## src/router_pkg.sv

```systemverilog
package router_pkg;

  // Word and payload widths
  localparam int WORD_W    = 10;
  localparam int PAYLOAD_W = 8;

  // Every FIFO in the router has the same depth
  localparam int FIFO_DEPTH = 8;
  localparam int PTR_W      = 3;  // log2 of FIFO_DEPTH

  // Occupancy thresholds for the soft flags
  localparam int ALMOST_FULL_LVL  = 6;  // Two entries of slack for a pop in flight
  localparam int ALMOST_EMPTY_LVL = 1;  // Single word left

  // Router word as it travels through every stage
  typedef struct packed {
    logic                 cls;      // Class select, 0 has priority
    logic                 dest;     // Output FIFO select
    logic [PAYLOAD_W-1:0] payload;
  } router_word_t;

  // FIFO level flags, all derived from occupancy
  typedef struct packed {
    logic empty;
    logic almost_empty;
    logic full;
    logic almost_full;
  } fifo_status_t;

  // Word struct must fill the bus exactly
  localparam int WORD_BITS = $bits(router_word_t);

  // Status struct size, for port sizing checks
  localparam int STATUS_BITS = $bits(fifo_status_t);

  // Class and destination encodings
  localparam logic CLASS_0 = 1'b0;
  localparam logic CLASS_1 = 1'b1;
  localparam logic DEST_0  = 1'b0;
  localparam logic DEST_1  = 1'b1;

  // Width of the saturating drop counter
  localparam int DROP_W = 8;

endpackage
```

## src/class_router.sv

```systemverilog
`timescale 1ns/1ps

module class_router (
  input  logic                          clk,
  input  logic                          reset,        // Sync, active low
  input  logic                          in_push,      // Strobe with in_word
  input  router_pkg::router_word_t      in_word,
  input  logic                          pop_out0,     // Drain strobe, output 0
  input  logic                          pop_out1,     // Drain strobe, output 1
  output router_pkg::router_word_t      out_word0,    // Head of output FIFO 0
  output router_pkg::router_word_t      out_word1,    // Head of output FIFO 1
  output router_pkg::fifo_status_t      out_status0,
  output router_pkg::fifo_status_t      out_status1,
  output logic [router_pkg::DROP_W-1:0] drop_count
);

  // Decode to class FIFOs
  logic                     push_c0;
  logic                     push_c1;
  router_pkg::router_word_t word_c;

  // Class FIFOs back to arbiter and demux
  router_pkg::router_word_t head_c0;
  router_pkg::router_word_t head_c1;
  router_pkg::fifo_status_t status_c0;
  router_pkg::fifo_status_t status_c1;

  // Arbiter pops and output pushes
  logic                     pop_c0;
  logic                     pop_c1;
  logic                     push_o0;
  logic                     push_o1;
  router_pkg::router_word_t word_o;

  // Decode stage
  class_demux u_class_demux (
    .clk        (clk),
    .reset      (reset),
    .in_push    (in_push),
    .in_word    (in_word),
    .status_c0  (status_c0),
    .status_c1  (status_c1),
    .push_c0    (push_c0),
    .push_c1    (push_c1),
    .word_c     (word_c),
    .drop_count (drop_count)
  );

  // Class 0 queue, priority class
  sync_fifo u_fifo_c0 (
    .clk       (clk),
    .reset     (reset),
    .push      (push_c0),
    .push_word (word_c),
    .pop       (pop_c0),
    .head_word (head_c0),
    .status    (status_c0)
  );

  // Class 1 queue
  sync_fifo u_fifo_c1 (
    .clk       (clk),
    .reset     (reset),
    .push      (push_c1),
    .push_word (word_c),
    .pop       (pop_c1),
    .head_word (head_c1),
    .status    (status_c1)
  );

  // Execute stage, priority pops and destination routing
  class_arbiter u_class_arbiter (
    .clk       (clk),
    .reset     (reset),
    .head_c0   (head_c0),
    .head_c1   (head_c1),
    .status_c0 (status_c0),
    .status_c1 (status_c1),
    .status_o0 (out_status0),
    .status_o1 (out_status1),
    .pop_c0    (pop_c0),
    .pop_c1    (pop_c1),
    .push_o0   (push_o0),
    .push_o1   (push_o1),
    .word_o    (word_o)
  );

  // Result stage, drained from outside
  sync_fifo u_fifo_o0 (
    .clk       (clk),
    .reset     (reset),
    .push      (push_o0),
    .push_word (word_o),
    .pop       (pop_out0),
    .head_word (out_word0),
    .status    (out_status0)
  );

  sync_fifo u_fifo_o1 (
    .clk       (clk),
    .reset     (reset),
    .push      (push_o1),
    .push_word (word_o),
    .pop       (pop_out1),
    .head_word (out_word1),
    .status    (out_status1)
  );

endmodule

```

## src/class_arbiter.sv

```systemverilog
`timescale 1ns/1ps

module class_arbiter (
  input  logic                     clk,
  input  logic                     reset,      // Sync, active low
  input  router_pkg::router_word_t head_c0,    // Class 0 head, shown ahead
  input  router_pkg::router_word_t head_c1,    // Class 1 head, shown ahead
  input  router_pkg::fifo_status_t status_c0,
  input  router_pkg::fifo_status_t status_c1,
  input  router_pkg::fifo_status_t status_o0,  // Output FIFO 0 level
  input  router_pkg::fifo_status_t status_o1,  // Output FIFO 1 level
  output logic                     pop_c0,     // Registered
  output logic                     pop_c1,     // Registered
  output logic                     push_o0,
  output logic                     push_o1,
  output router_pkg::router_word_t word_o
);

  // Output level seen by each class head
  router_pkg::fifo_status_t dest_status_c0;
  router_pkg::fifo_status_t dest_status_c1;

  logic blocked_c0;  // Head word targets an almost full output
  logic blocked_c1;
  logic paced_c0;    // Almost empty and popped this cycle, skip one
  logic paced_c1;
  logic cand_c0;     // Class 0 may pop next cycle
  logic cand_c1;     // Class 1 may pop next cycle

  logic                     word_valid;  // A word leaves a class FIFO this cycle
  router_pkg::router_word_t sel_word;    // Word picked by priority

  // Destination lookup per head word
  assign dest_status_c0 = (head_c0.dest == router_pkg::DEST_1) ? status_o1 : status_o0;
  assign dest_status_c1 = (head_c1.dest == router_pkg::DEST_1) ? status_o1 : status_o0;

  assign blocked_c0 = dest_status_c0.almost_full;
  assign blocked_c1 = dest_status_c1.almost_full;

  // Pop lands one cycle late, so a lone word must not be popped twice
  assign paced_c0 = status_c0.almost_empty && pop_c0;
  assign paced_c1 = status_c1.almost_empty && pop_c1;

  assign cand_c0 = !status_c0.empty && !blocked_c0 && !paced_c0;
  assign cand_c1 = !status_c1.empty && !blocked_c1 && !paced_c1;

  // Registered pops, class 0 wins
  always_ff @(posedge clk) begin
    if (!reset) begin
      pop_c0 <= 1'b0;
      pop_c1 <= 1'b0;
    end else begin
      if (cand_c0) begin
        pop_c0 <= 1'b1;
        pop_c1 <= 1'b0;       // Class 1 waits
      end else begin
        pop_c0 <= 1'b0;
        pop_c1 <= cand_c1;
      end
    end
  end

  // Pick the word that leaves with the pop
  always_comb begin
    word_valid = 1'b0;
    sel_word   = '0;
    if (pop_c0 && !status_c0.empty) begin
      word_valid = 1'b1;
      sel_word   = head_c0;
    end else if (pop_c1 && !status_c1.empty) begin
      word_valid = 1'b1;
      sel_word   = head_c1;
    end
  end

  // Destination bit steers the output push
  always_comb begin
    push_o0 = 1'b0;
    push_o1 = 1'b0;
    if (word_valid) begin
      if (sel_word.dest == router_pkg::DEST_1) begin
        push_o1 = 1'b1;
      end else begin
        push_o0 = 1'b1;
      end
    end
  end

  // Same bus feeds both output FIFOs
  assign word_o = sel_word;

endmodule

```

## src/class_demux.sv

```systemverilog
`timescale 1ns/1ps

module class_demux (
  input  logic                              clk,
  input  logic                              reset,      // Sync active low
  input  logic                              in_push,    // Strobe with in_word
  input  router_pkg::router_word_t          in_word,
  input  router_pkg::fifo_status_t          status_c0,  // Class 0 FIFO level
  input  router_pkg::fifo_status_t          status_c1,  // Class 1 FIFO level
  output logic                              push_c0,
  output logic                              push_c1,
  output router_pkg::router_word_t          word_c,     // Shared by both class FIFOs
  output logic [router_pkg::DROP_W-1:0]     drop_count  // Saturating
);

  logic target_full;  // Selected class FIFO has no room
  logic drop;         // Word arrives but is thrown away

  // Class bit picks which FIFO level matters
  assign target_full = (in_word.cls == router_pkg::CLASS_1) ? status_c1.full
                                                             : status_c0.full;

  assign drop = in_push && target_full;

  // Only the matching class sees the strobe
  always_comb begin
    push_c0 = 1'b0;
    push_c1 = 1'b0;
    if (in_push && !target_full) begin
      if (in_word.cls == router_pkg::CLASS_1) begin
        push_c1 = 1'b1;
      end else begin
        push_c0 = 1'b1;  // Class 0 push
      end
    end
  end

  // Word goes to both FIFOs and the strobe picks the keeper
  assign word_c = in_word;

  // Drop counter stops at all ones
  always_ff @(posedge clk) begin
    if (!reset) begin
      drop_count <= '0;
    end else if (drop && (drop_count != '1)) begin
      drop_count <= drop_count + 1'b1;
    end
  end

endmodule

```

## src/sync_fifo.sv

```systemverilog
`timescale 1ns/1ps

module sync_fifo (
  input  logic                     clk,
  input  logic                     reset,      // Sync, active low
  input  logic                     push,
  input  router_pkg::router_word_t push_word,
  input  logic                     pop,
  output router_pkg::router_word_t head_word,  // Shown ahead of the pop
  output router_pkg::fifo_status_t status
);

  // Storage, no reset on payload
  router_pkg::router_word_t mem [router_pkg::FIFO_DEPTH];

  logic [router_pkg::PTR_W-1:0] wr_ptr;  // Next slot to write
  logic [router_pkg::PTR_W-1:0] rd_ptr;  // Current head slot
  logic [router_pkg::PTR_W:0]   count;   // Occupancy, one bit wider than pointers

  logic do_push;  // Qualified push
  logic do_pop;   // Qualified pop

  // Push when full and pop when empty are dropped here
  assign do_push = push && !status.full;
  assign do_pop  = pop && !status.empty;

  // Write side
  always_ff @(posedge clk) begin
    if (do_push) begin
      mem[wr_ptr] <= push_word;
    end
  end

  // Pointers wrap naturally at depth 8
  always_ff @(posedge clk) begin
    if (!reset) begin
      wr_ptr <= '0;
      rd_ptr <= '0;
    end else begin
      if (do_push) begin
        wr_ptr <= wr_ptr + 1'b1;
      end
      if (do_pop) begin
        rd_ptr <= rd_ptr + 1'b1;
      end
    end
  end

  // Occupancy tracking
  always_ff @(posedge clk) begin
    if (!reset) begin
      count <= '0;
    end else begin
      case ({do_push, do_pop})
        2'b10:   count <= count + 1'b1;  // Push only
        2'b01:   count <= count - 1'b1;  // Pop only
        default: count <= count;         // Both or neither, level holds
      endcase
    end
  end

  // Head word straight from storage
  assign head_word = mem[rd_ptr];

  // Level flags against package thresholds
  assign status.empty =
    (count == '0);
  assign status.almost_empty =
    (count <= (router_pkg::PTR_W + 1)'(router_pkg::ALMOST_EMPTY_LVL));
  assign status.full =
    (count == (router_pkg::PTR_W + 1)'(router_pkg::FIFO_DEPTH));
  assign status.almost_full =
    (count >= (router_pkg::PTR_W + 1)'(router_pkg::ALMOST_FULL_LVL));

endmodule

```

## config.mk

```make
export PLATFORM = sky130hd
export DESIGN_NAME = class_router
export DESIGN_NICKNAME = d
export VERILOG_FILES = /design/src/router_pkg.sv /design/src/class_router.sv /design/src/class_arbiter.sv /design/src/class_demux.sv /design/src/sync_fifo.sv
export SDC_FILE = /design/constraint.sdc
export NUM_CORES = 1
export LEC_CHECK = 0
export BUFFER_PORTS_ARGS = -buffer_cell sky130_fd_sc_hd__clkbuf_2
export CORE_MARGIN = 3
export CORE_UTILIZATION = 30
export CTS_CLUSTER_DIAMETER = 150
export DETAILED_ROUTE_END_ITERATION = 10
export GPL_TIMING_DRIVEN = 0
export PLACE_DENSITY = 0.54
export SLEW_MARGIN = 20
export SYNTH_ARGS = -nofsm -noshare
export SYNTH_HDL_FRONTEND = slang
export SYNTH_SLANG_ARGS = --single-unit
```

## constraint.sdc

```tcl
create_clock -name clk -period 3.5 [get_ports clk]
set_input_delay 0 -clock clk [delete_from_list [all_inputs] [get_ports clk]]
set_output_delay 0 -clock clk [all_outputs]
set_load 0.1 [all_outputs]
```

; Word level (Yosys, flattened, before mapping)
; Memory sizes are Yosys's and may differ from the RTL's. A register that Yosys moved wholly into a read port is not among the register bits.
; Cells that the tools add are included.
[op_classes]
addsub = 17
order_cmp = 6
eq_ne = 13
n_mux = 36
n_bitwise = 1
reduce_logical = 39
[op_table]
columns = op, n
row1 = $pmux 4 s2, 4
row2 = $add 3x1->3 const B, 8
row3 = $mux 3, 8
row4 = $mux 1, 22
row5 = $mux 10, 2
row6 = $logic_and 1x1->1, 17
row7 = $add 4x1->4 const B, 4
row8 = $eq 4x4->1 const B, 4
row9 = $le 4x1->1 const B, 4
row10 = $logic_not 4->1, 4
row11 = $sub 4x1->4 const B, 4
row12 = $logic_not 1->1, 13
row13 = $add 8x1->8 const B, 1
row14 = $eq 2x1->1 const B, 4
row15 = $eq 2x2->1 const B, 4
row16 = $ge 4x3->1 const B, 2
row17 = $ne 8x8->1 const B, 1
row18 = $reduce_bool 2->1, 4
row19 = $reduce_or 2->1, 1
row20 = $not 1->1, 1
[totals]
register_bits = 50
ramBits = 320
in_bits = 15
out_inout_bits = 36
wordCells = 131
n_memories = 4
[memory_table]
columns = memory, depth, width, rd, rd_clocked_by_memory_dff, wr, line_no
row1 = u_fifo_c0.mem, 8, 10, 1, 1, 1, sync_fifo.sv:14  ; router_pkg::router_word_t mem [router_pkg::FIFO_DEPTH];
row2 = u_fifo_c1.mem, 8, 10, 1, 1, 1, sync_fifo.sv:14
row3 = u_fifo_o0.mem, 8, 10, 1, 1, 1, sync_fifo.sv:14
row4 = u_fifo_o1.mem, 8, 10, 1, 1, 1, sync_fifo.sv:14

; Longest topological paths before layout
; Gate-level depths: netlist of the first run.
[logic_depth]
depth_word = 10
depth_mapped = 13
mapped_depth_nobuf = 13

; Cells and area by module
; A second synthesis of the first run with hierarchy kept.
[hier_totals]
hier_cells = 873
hier_area_um2 = 15856.5
[by_module_without_submodules]
columns = mod, n_inst, cells_per_inst, area_each_um2
row1 = sync_fifo, 4, 197, 3776.1
row2 = class_demux, 1, 58, 499.2
row3 = class_arbiter, 1, 27, 252.7

; Worst setup path before layout of the first run
; OpenSTA, ideal clock, no wires.
[synth_path]
path_type = register to register
startpoint = register u_fifo_o1.count[0] (netlist name)
endpoint = register u_fifo_o1.count[2] (netlist name)
setup_time_ns = 0.072
arrival_ns = 4.261
path_slack_ns = -0.833
stages_incl_launch_ff = 8
n_path_buf = 0
period_less_slack_ns = 4.333
cell_sequence = dfxtp_1 > inv_1 > ha_1 > nor3b_1 > nor2b_1 > ha_1 > or3_1 > a21oi_1
[synth_rtl]
columns = element, line_no
row1 = from (decl), sync_fifo.sv:18  ; logic [router_pkg::PTR_W:0] count;
row2 = from (signal assigned), sync_fifo.sv:55  ; 2'b10: count <= count + 1'b1;
row3 = from (signal assigned), sync_fifo.sv:56  ; 2'b01: count <= count - 1'b1;
row4 = from (signal assigned), sync_fifo.sv:57  ; default: count <= count;

==> impl_metrics.yaml, run 1 <==
floorplan:
  core_area_um2: 50300
  num_io_pins: 51
  die-area_um2: 53700
  die_y_um: 232
  initial_core_util_pct: 30.4
  die_x_um: 232
  row_count: 82
final_layout:
  diodes: 0
  final_common_cell: "edfxtp_1"
  drive_gt1_share_pct: 29.9
  layout.cells.most_common_list: "edfxtp_1, mux4_2, dfxtp_1"
  final_cell_area_um2: 18200
  instances_no_fill: 1688
  syn2layout_area_growth_pct: 19.3
  finalNetCount: 1028
pwr:
  cellPowerDensity_nw_per_um2: 649
  peakVddDrop_v: 0.000340
  power_leakage_nw: 5.91
  power_w: 0.0118
logic_synthesis:
  ys_ff_latch: 382
  synth-adder-area-share_pct: 2.21
  synth_edf_count: 320
  yosys.area_share.simple_pct: 5.62
  ys_warn_count: 0
  synth_seq_area_share_pct: 70.9
  synth_top_family_by_area: "multiplexers"
  synth-xor-area-share_pct: 1.49
  synthFlopType: "edfxtp_1"
  syn_nets: 887
  synthMuxAreaShare_pct: 15.7
  syn_area_um2: 15300
  synth_top_area_share_pct: 62.8
  yosys.area.top_type: "edfxtp_1"
  syn_area_per_cell_um2: 18.1
  async_flop_share_pct: 0
  synth_compound_area_share_pct: 2.47
  syn_inst: 845
  ys_types: 55
  synthTopCellsByArea: "edfxtp_1, mux4_2, dfxtp_1"
critical_path:
  cp_data_arrival_time_ns: 3.71
  endpoint_kind: "register"
  reg2reg_depth: 11
  slowest_stage: "or4b_2"
  regToRegEndpoint: "u_fifo_o1.count[3]"
  critPathKind: "register to register"
  cp_data_required_time_ns: 3.91
  critPathBufInv: 2
  reg2reg_slack_ns: 0.19
  crit_family: "multiplexers"
  crit_fanout: 10
  worstPathCellList: "buf_6, mux2_4, mux4_2, a32oi_4, nor2_2, inv_4, ha_2, or4b_2, a21oi_1, xnor2_1, nor2_1"
  start_kind: "register"
  cp_slowest_stage_delay_ns: 0.59
clock_network:
  numCtsBuffers: 41
  htree_levels: 2
  cts.sinks: 382
  path_clk_slew_ns: 0.06
  cts.path.max_buffers: 3
  clkLatencyLatePin_ns: 0.55
  cts_root_buf: "clkbuf_16"
  tritoncts: "done"
timing:
  maxSlewViolCount: 0
  fin_skew_ns: 0.0280
  fin_crit_ns: 3.31
  hold_viol: 0
  fin_crit_sh_pct: 94.5
  setup_tns_ns: 0
  tightest_slew_ns: 1.02
  maxSlewHeadroom_pct: 31.8
  setup_violations: 0
  fmax_ghz: 0.302
  rsz0062_at_grt: "no"
placed_design:
  finalWeightedCongestion: 0.725
  dp.cells: 1601
  port_buffers: 50
  placed_area_um2: 16800
  hpwl_um: 21400
routing:
  dr.pass1.iters: 4
  ant_nets: 0
  vias_per_cell: 4.64
  wl_per_cell_um: 18.9
  routed_wl_um: 31900
  route.detailed.drc: 0
  drt-initial-drc-count: 432
  dr_total_vias: 7829
global_routing:
  track_usage_pct: 12.0
  grt_overflow: 0
  grt_pass1_wl_um: 49200
  grt_pass1_vias: 8286
  antenna_found_initial: 0
  grt_max_degree: 20
job:
  max-cap-violations: 0
worst_hold_path:
  holdPathStages: 4
  hold_path.class: "primary input to register"
  worstHoldEndpoint: "u_class_demux.drop_count[4]"
  hold_start: "reset"
outcome:
  outcome: "completed"
==> stage by stage <==
step	util (%)	setup slack, ns	hold WS [ns]
2_1_floorplan	-	0.128	0.0989
4_1_cts	36.3	0.0782	0.364
5_1_grt	36.3	0.0180	0.407
3_3_place_gp	32.6	-1.16	0.398
6_report	36.3	0.193	0.401
3_5_place_dp	33.5	-0.185	0.401
==> synth_stat cells (3+ instances only) <==
| cell | count |
|---|---|
| o21ai_0 | 7 |
| a211oi_1 | 4 |
| mux4_1 | 7 |
| mux2_2 | 24 |
| nand2_1 | 30 |
| o31ai_1 | 4 |
| nand3b_1 | 3 |
| o22ai_1 | 9 |
| inv_1 | 19 |
| a21oi_1 | 18 |
| o211ai_1 | 4 |
| nor2b_1 | 4 |
| xor2_1 | 16 |
| or3_1 | 5 |
| nor3b_1 | 3 |
| buf_2 | 9 |
| edfxtp_1 | 320 |
| nor2_1 | 49 |
| dfxtp_1 | 62 |
| nor4_1 | 8 |
| xnor2_1 | 10 |
| and4_1 | 3 |
| mux4_2 | 70 |
| ha_1 | 27 |
| mux2i_1 | 34 |
| or4b_2 | 4 |
| clkbuf_1 | 19 |
| nand2b_1 | 9 |
| nand4b_1 | 4 |
| nor4b_1 | 3 |
| nor3_1 | 17 |
| nand3_1 | 8 |
==> cell type report <==
cell class / count / area (um2)
plain buffers: 32 / 150
clock buffers: 48 / 1050
clock inverters: 25 / 196
fillers: 4722 / 32000
inverters: 22 / 87.6
multi-input cells: 408 / 4430
flip-flops and latches: 382 / 10900
well taps: 672 / 841
repair buffers: 99 / 639
==> worst reg2reg max path, cell delays in order (launching register included) <==
cell and delay [ns]:
dfxtp_2 0.37, buf_6 0.19, mux2_4 0.32, mux4_2 0.58, a32oi_4 0.24, nor2_2 0.10
inv_4 0.14, ha_2 0.25, or4b_2 0.59, a21oi_1 0.19, xnor2_1 0.14, nor2_1 0.06
==> what timing repair did <==
| item | in CTS | in global routing |
|---|---|---|
| hold endpoints to repair | 166 | 0 |
| pin swaps | 1 | 0 |
| resized for setup | 3 | 2 |
| buffers inserted | 1 | 0 |
| gates cloned | 0 | 0 |
| hold buffers | 14 | 0 |
| endpoints found under the setup margin | 1 | 1 |
==> where the power goes <==
group          leakage, nW  switching [W]  internal, W  total (W)
Sequential            3.39       0.000106      0.00510    0.00521
Clock                0.615        0.00176      0.00225    0.00401
Combinational         1.90        0.00181     0.000801    0.00262
Total                 5.91        0.00368      0.00815     0.0118
==> sequential cells by signal (all words and copies together), names as in the netlist, named ones only <==
name	flops
u_fifo_o0.wr_ptr	3
u_class_arbiter.pop_c1	1
u_fifo_c1.wr_ptr	3
u_fifo_o0.rd_ptr	3
u_fifo_o0.mem	80
u_class_demux.drop_count	8
u_fifo_o1.count	4
u_fifo_c0.count	4
u_fifo_c0.mem	80
u_fifo_c0.rd_ptr	3
u_fifo_c0.wr_ptr	3
u_fifo_c1.count	4
u_fifo_o1.rd_ptr	3
u_fifo_c1.rd_ptr	3
u_fifo_c1.mem	80
u_class_arbiter.pop_c0	1
u_fifo_o0.count	4
u_fifo_o1.wr_ptr	3
u_fifo_o1.mem	80
==> worst max-delay path by stage <==
| stage | start | end | cells past startpoint |
|---|---|---|---|
| after detailed placement | register | u_fifo_o1.count[3] | 11 |
| after global routing | register | u_fifo_o1.count[3] | 11 |
| after CTS | register | u_fifo_o1.count[3] | 11 |
| final | register | u_fifo_o1.count[3] | 11 |
| after global placement | u_fifo_c0.count[0] | u_fifo_o0.mem[4][0] | 8 |
| after floorplan | u_fifo_o1.count[0] | u_fifo_o1.mem[1][0] | 7 |
==> metal layers <==
| metal | part of all wire [%] | global-route usage (%) | up-vias |
|---|---|---|---|
| met4 | 2.4 | 3.70 | 0 |
| met1 | 44 | 15.3 | 4034 |
| met3 | 2.8 | 1.91 | 50 |
| met5 | 0 | 0 | - |
| li1 | - | - | 3642 |
| met2 | 50 | 21.0 | 103 |
==> cells by family (layout without fill, tap and decap cells) <==
kind of cell | after synthesis | after routing
flops | 382 | 382
mux | 137 | 137
fa+ha+maj | 27 | 27
compound gates | 56 | 56
simple gates | 162 | 162
xor+xnor | 26 | 26
buf+inv | 55 | 226
Power figures use the tool's default switching activity.
==> run 2, diff against run 1 <==
- CTS_BUF_LIST: default -> sky130_fd_sc_hd__clkbuf_16
- GPL_ROUTABILITY_DRIVEN: default -> 0
==> run 2 against run 1 <==
  * Via count barely moved
  * Sequential power barely moved
  * Combinational power barely moved
  * Power fell by 0.18%
  * Final cell count did not move
  * Worst setup slack improved by 0.00076 ns
  * Largest power group unchanged
==> impl_metrics.yaml, run 2 (synthesized netlist as in run 1, its figures left out) <==
global_routing:
  grt-busiest-layer: "met2"
  use_met1_pct: 15.3
  grt_overflow: 0
  grt_max_degree: 20
  grt_pass1_wl_um: 49200
  antenna_found_initial: 0
  met2_usage_pct: 21.0
  grt_pass1_vias: 8287
  track_usage_pct: 12.0
  met3_usage_pct: 1.91
floorplan:
  initial_core_util_pct: 30.4
  die_x_um: 232
  die_y_um: 232
  core_area_um2: 50300
  num_io_pins: 51
  row_count: 82
  die-area_um2: 53700
timing:
  fin_crit_sh_pct: 94.5
  setup_violations: 0
  maxSlewViolCount: 0
  fin_crit_ns: 3.31
  rsz0062_at_grt: "no"
  fin_skew_ns: 0.0283
  whs_ns: 0.401
  tightest_slew_ns: 1.06
  fmax_ghz: 0.302
  hold_viol: 0
  maxSlewHeadroom_pct: 29.2
critical_path:
  cp_slowest_stage_delay_ns: 0.59
  crit_fanout: 10
  worstPathCellList: "buf_6, mux2_4, mux4_2, a32oi_4, nor2_2, inv_4, ha_2, or4b_2, a21oi_1, xnor2_1, nor2_1"
  slowest_stage: "or4b_2"
  critPathKind: "register to register"
  endpoint_kind: "register"
  cp_data_required_time_ns: 3.91
  start_kind: "register"
  cp_data_arrival_time_ns: 3.71
routing:
  drt-initial-drc-count: 428
  vias_per_cell: 4.64
  routed_wl_um: 31900
  wl_per_cell_um: 18.9
  dr_total_vias: 7835
  ant_nets: 0
  dr.pass1.iters: 4
  route.detailed.drc: 0
placed_design:
  hpwl_um: 21400
  placed_area_um2: 16800
  port_buffers: 50
  dp.cells: 1601
final_layout:
  fillers: 4722
  register_area_um2: 10900
  final_common_cell: "edfxtp_1"
  layout.cells.most_common_list: "edfxtp_1, mux4_2, dfxtp_1"
  diodes: 0
  drive_gt1_share_pct: 29.9
  syn2layout_area_growth_pct: 19.3
  fin_util_pct: 36.3
  multi_input_area_um2: 4430
  finalNetCount: 1028
  instances_no_fill: 1688
  final_cell_area_um2: 18200
clock_network:
  numCtsBuffers: 41
  cts.sinks: 382
  clkLatencyLatePin_ns: 0.55
  cts_root_buf: "clkbuf_16"
  htree_levels: 2
  cts.path.max_buffers: 3
  tritoncts: "done"
  path_clk_slew_ns: 0.06
pwr:
  power_w: 0.0118
  peakVddDrop_v: 0.000340
  cellPowerDensity_nw_per_um2: 647
  power_leakage_nw: 5.93
job:
  max-cap-violations: 0
worst_hold_path:
  hold_path.class: "primary input to register"
outcome:
  outcome: "completed"
[run 2: what timing repair did]
item	4_1_cts	5_1_grt
hold buffers	14	0
setup endpoints to repair	1	1
gates cloned	0	0
buffers inserted	1	0
gates resized for setup	3	2
pin swaps	1	0
hold endpoints to repair	166	0
[run 2: worst max-delay path, delay by kind of cell, from the launching register on]
kind	cells	cell delay (ns)
AOI/OAI and AO/OA	2	0.43
and+or+nand+nor	3	0.75
buffers and inverters	2	0.33
xor gates and xnor gates	1	0.14
muxes	2	0.90
DFF	1	0.37
adders and majority gates	1	0.25
[run 2: final timing paths]
kind / from / endpoint / slack (ns) / cells past startpoint
setup / recovery: register / u_fifo_o1.count[3] / 0.19 / 11
hold / removal: reset / u_class_demux.drop_count[4] / 0.40 / 4
setup reg to reg: register / u_fifo_o1.count[3] / 0.19 / 11
hold reg to reg: u_fifo_c0.rd_ptr[1] / register / 0.48 / 2
[run 2: report_power, final]
part | switching [W] | internal, W | leakage (nW)
Clock | 0.00176 | 0.00223 | 0.644
Combinational | 0.00181 | 0.000801 | 1.90
Sequential | 0.000106 | 0.00510 | 3.39
Total | 0.00368 | 0.00813 | 5.93
[run 2: metrics by stage]
| stage | setup slack [ns] | setup TNS, ns |
|---|---|---|
| finish | 0.194 | 0 |
| global route | 0.0180 | 0 |
| CTS | 0.0782 | 0 |
| detailed placement | -0.185 | -0.185 |
| global placement | -1.16 | -100.27 |
| floorplan | 0.128 | 0 |
[run 2: final cells by class]
| type | instances | share of cell area (%) |
|---|---|---|
| Sequential cell | 382 | 59.5 |
| Multi-Input combinational cell | 408 | 24.3 |
| Clock buffer | 41 | 5.62 |
| Tap cell | 672 | 4.61 |
| Timing Repair Buffer | 99 | 3.50 |
| Clock inverter | 32 | 1.22 |
| Buffer | 32 | 0.823 |
| Inverter | 22 | 0.480 |
[run 2: metal layers]
layer / vias up / share of wire (%)
met2: 107 / 50
li1: 3643 / -
met5: - / 0
met1: 4035 / 44
met4: 0 / 2.4
met3: 50 / 3.1
==> run 3, diff against run 2 <==
- clock period: 3.5 -> 3.45 ns (I/O delays scaled with it)
==> run 3 against run 2 <==
  * Combinational power grew 2%
  * Flip-flop and latch count unchanged
  * Register-to-register slack lost 0.02 ns
  * Clock power grew 2%
  * Critical endpoint unchanged
  * Largest cell class unchanged
==> impl_metrics.yaml, run 3 (synthesized netlist as in run 1, its figures left out) <==
final_layout:
  syn2layout_area_growth_pct: 19.4
  final_common_cell: "edfxtp_1"
  diodes: 0
  drive_gt1_share_pct: 30.1
  instances_no_fill: 1690
  layout.cells.most_common_list: "edfxtp_1, mux4_2, dfxtp_1"
  finalNetCount: 1030
outcome:
  outcome: "completed"
placed_design:
  port_buffers: 50
  dp.cells: 1601
  dp_slack_ns: -0.235
  hpwl_um: 21400
timing:
  fin_skew_ns: 0.0292
  setup_violations: 0
  tightest_slew_ns: 1.03
  hold_viol: 0
  fin_crit_ns: 3.28
  fin_crit_sh_pct: 95.0
  maxSlewViolCount: 0
  fmax_ghz: 0.305
  maxSlewHeadroom_pct: 31.3
  rsz0062_at_grt: "no"
  setup_ws_ns: 0.172
clock_network:
  numCtsBuffers: 41
  htree_levels: 2
  cts.sinks: 382
  path_clk_slew_ns: 0.06
  tritoncts: "done"
  clkLatencyLatePin_ns: 0.55
  cts.path.max_buffers: 3
  cts_root_buf: "clkbuf_16"
critical_path:
  crit_family: "multiplexers"
  worstPathCellList: "buf_6, mux2_4, mux4_2, a32oi_4, nor2_2, inv_4, ha_2, or4b_2, a21oi_1, xnor2_1, nor2_1"
  cp_data_arrival_time_ns: 3.68
  start_kind: "register"
  crit_fanout: 10
  critPathBufInv: 2
  slowest_stage: "or4b_2"
  cp_data_required_time_ns: 3.86
  cp_slowest_stage_delay_ns: 0.59
  endpoint_kind: "register"
  critPathKind: "register to register"
pwr:
  power_leakage_nw: 5.94
  power_frac_seq_pct: 44.0
  clock_power_share_pct: 33.8
  pwr-share-comb_pct: 22.2
  power_w: 0.0120
  p_int_w: 0.00825
  switching_power_w: 0.00374
  swShare_pct: 31.2
  cellPowerDensity_nw_per_um2: 657
  peakVddDrop_v: 0.000345
routing:
  dr_total_vias: 7842
  ant_nets: 0
  dr.pass1.iters: 4
  wl_per_cell_um: 18.9
  route.detailed.drc: 0
  vias_per_cell: 4.64
  drt-initial-drc-count: 449
  routed_wl_um: 31900
floorplan:
  core_area_um2: 50300
  row_count: 82
  die_x_um: 232
  die_y_um: 232
  initial_core_util_pct: 30.4
  num_io_pins: 51
  die-area_um2: 53700
job:
  max-cap-violations: 0
worst_hold_path:
  hold_path.class: "primary input to register"
global_routing:
  grt_max_degree: 20
  grt_pass1_vias: 8287
  antenna_found_initial: 0
  grt_overflow: 0
  track_usage_pct: 12.0
  grt_pass1_wl_um: 49200
-- run 3: cell count changes in the layout (fill, tap and decap cells not counted), sizes merged --
cell / before / now
buf: 49 / 51
-- run 3: cell type report --
cell class	instances	area, um2
multi-input cells	408	4430
plain buffers	32	150
well taps	672	841
clock inverters	32	223
inverters	22	87.6
repair buffers	101	654
flip-flops and latches	382	10900
clock buffers	41	1030
fillers	4720	32000
-- run 3: path summary, 6_finish.rpt --
path / start / endpoint / slack (ns) / cells past startpoint
min reg2reg: u_fifo_c0.rd_ptr[1] / register / 0.48 / 2
min: reset / u_class_demux.drop_count[4] / 0.39 / 4
max reg2reg: register / u_fifo_o1.count[3] / 0.17 / 11
max: register / u_fifo_o1.count[3] / 0.17 / 11
-- run 3: repair_timing --
item,4_1_cts,5_1_grt
hold endpoints to repair,166,0
hold buffers,14,0
buffers inserted,1,2
pin swaps,1,0
resized for setup,3,2
setup endpoints to repair,1,1
-- run 3: tightest hold or removal path: cells and delay by family --
family	cells	cell delay, ns
AND/OR/NAND/NOR	1	0.10
AO/OA/AOI/OAI	1	0.05
buffers and inverters	2	0.73
-- run 3: routing by layer --
metal / routed length [um] / global-route usage [%] / vias to the layer above
met5: 0 / 0 / -
met4: 758 / 3.70 / 0
met3: 909 / 1.91 / 50
met2: 16000 / 21.0 / 108
met1: 14200 / 15.3 / 4036
li1: - / - / 3648
-- run 3: per-stage QoR --
step,utilization (%),hold slack (ns),area [um2],setup TNS [ns]
CTS,36.3,0.364,18200,0
global placement,32.6,0.398,16400,-109.82
finish,36.3,0.393,18300,0
global route,36.3,0.407,18300,0
detailed placement,33.5,0.401,16800,-0.235
floorplan,-,0.0989,15300,0
-- run 3: power groups by stage --
stage | Clock [W] | Sequential (W) | Combinational [W]
after floorplan | 0 | 0.00535 | 0.00213
after global placement | 0 | 0.00538 | 0.00261
after detailed placement | 0 | 0.00538 | 0.00268
after CTS | 0.00419 | 0.00528 | 0.00271
after global routing | 0.00436 | 0.00529 | 0.00285
final | 0.00405 | 0.00528 | 0.00266
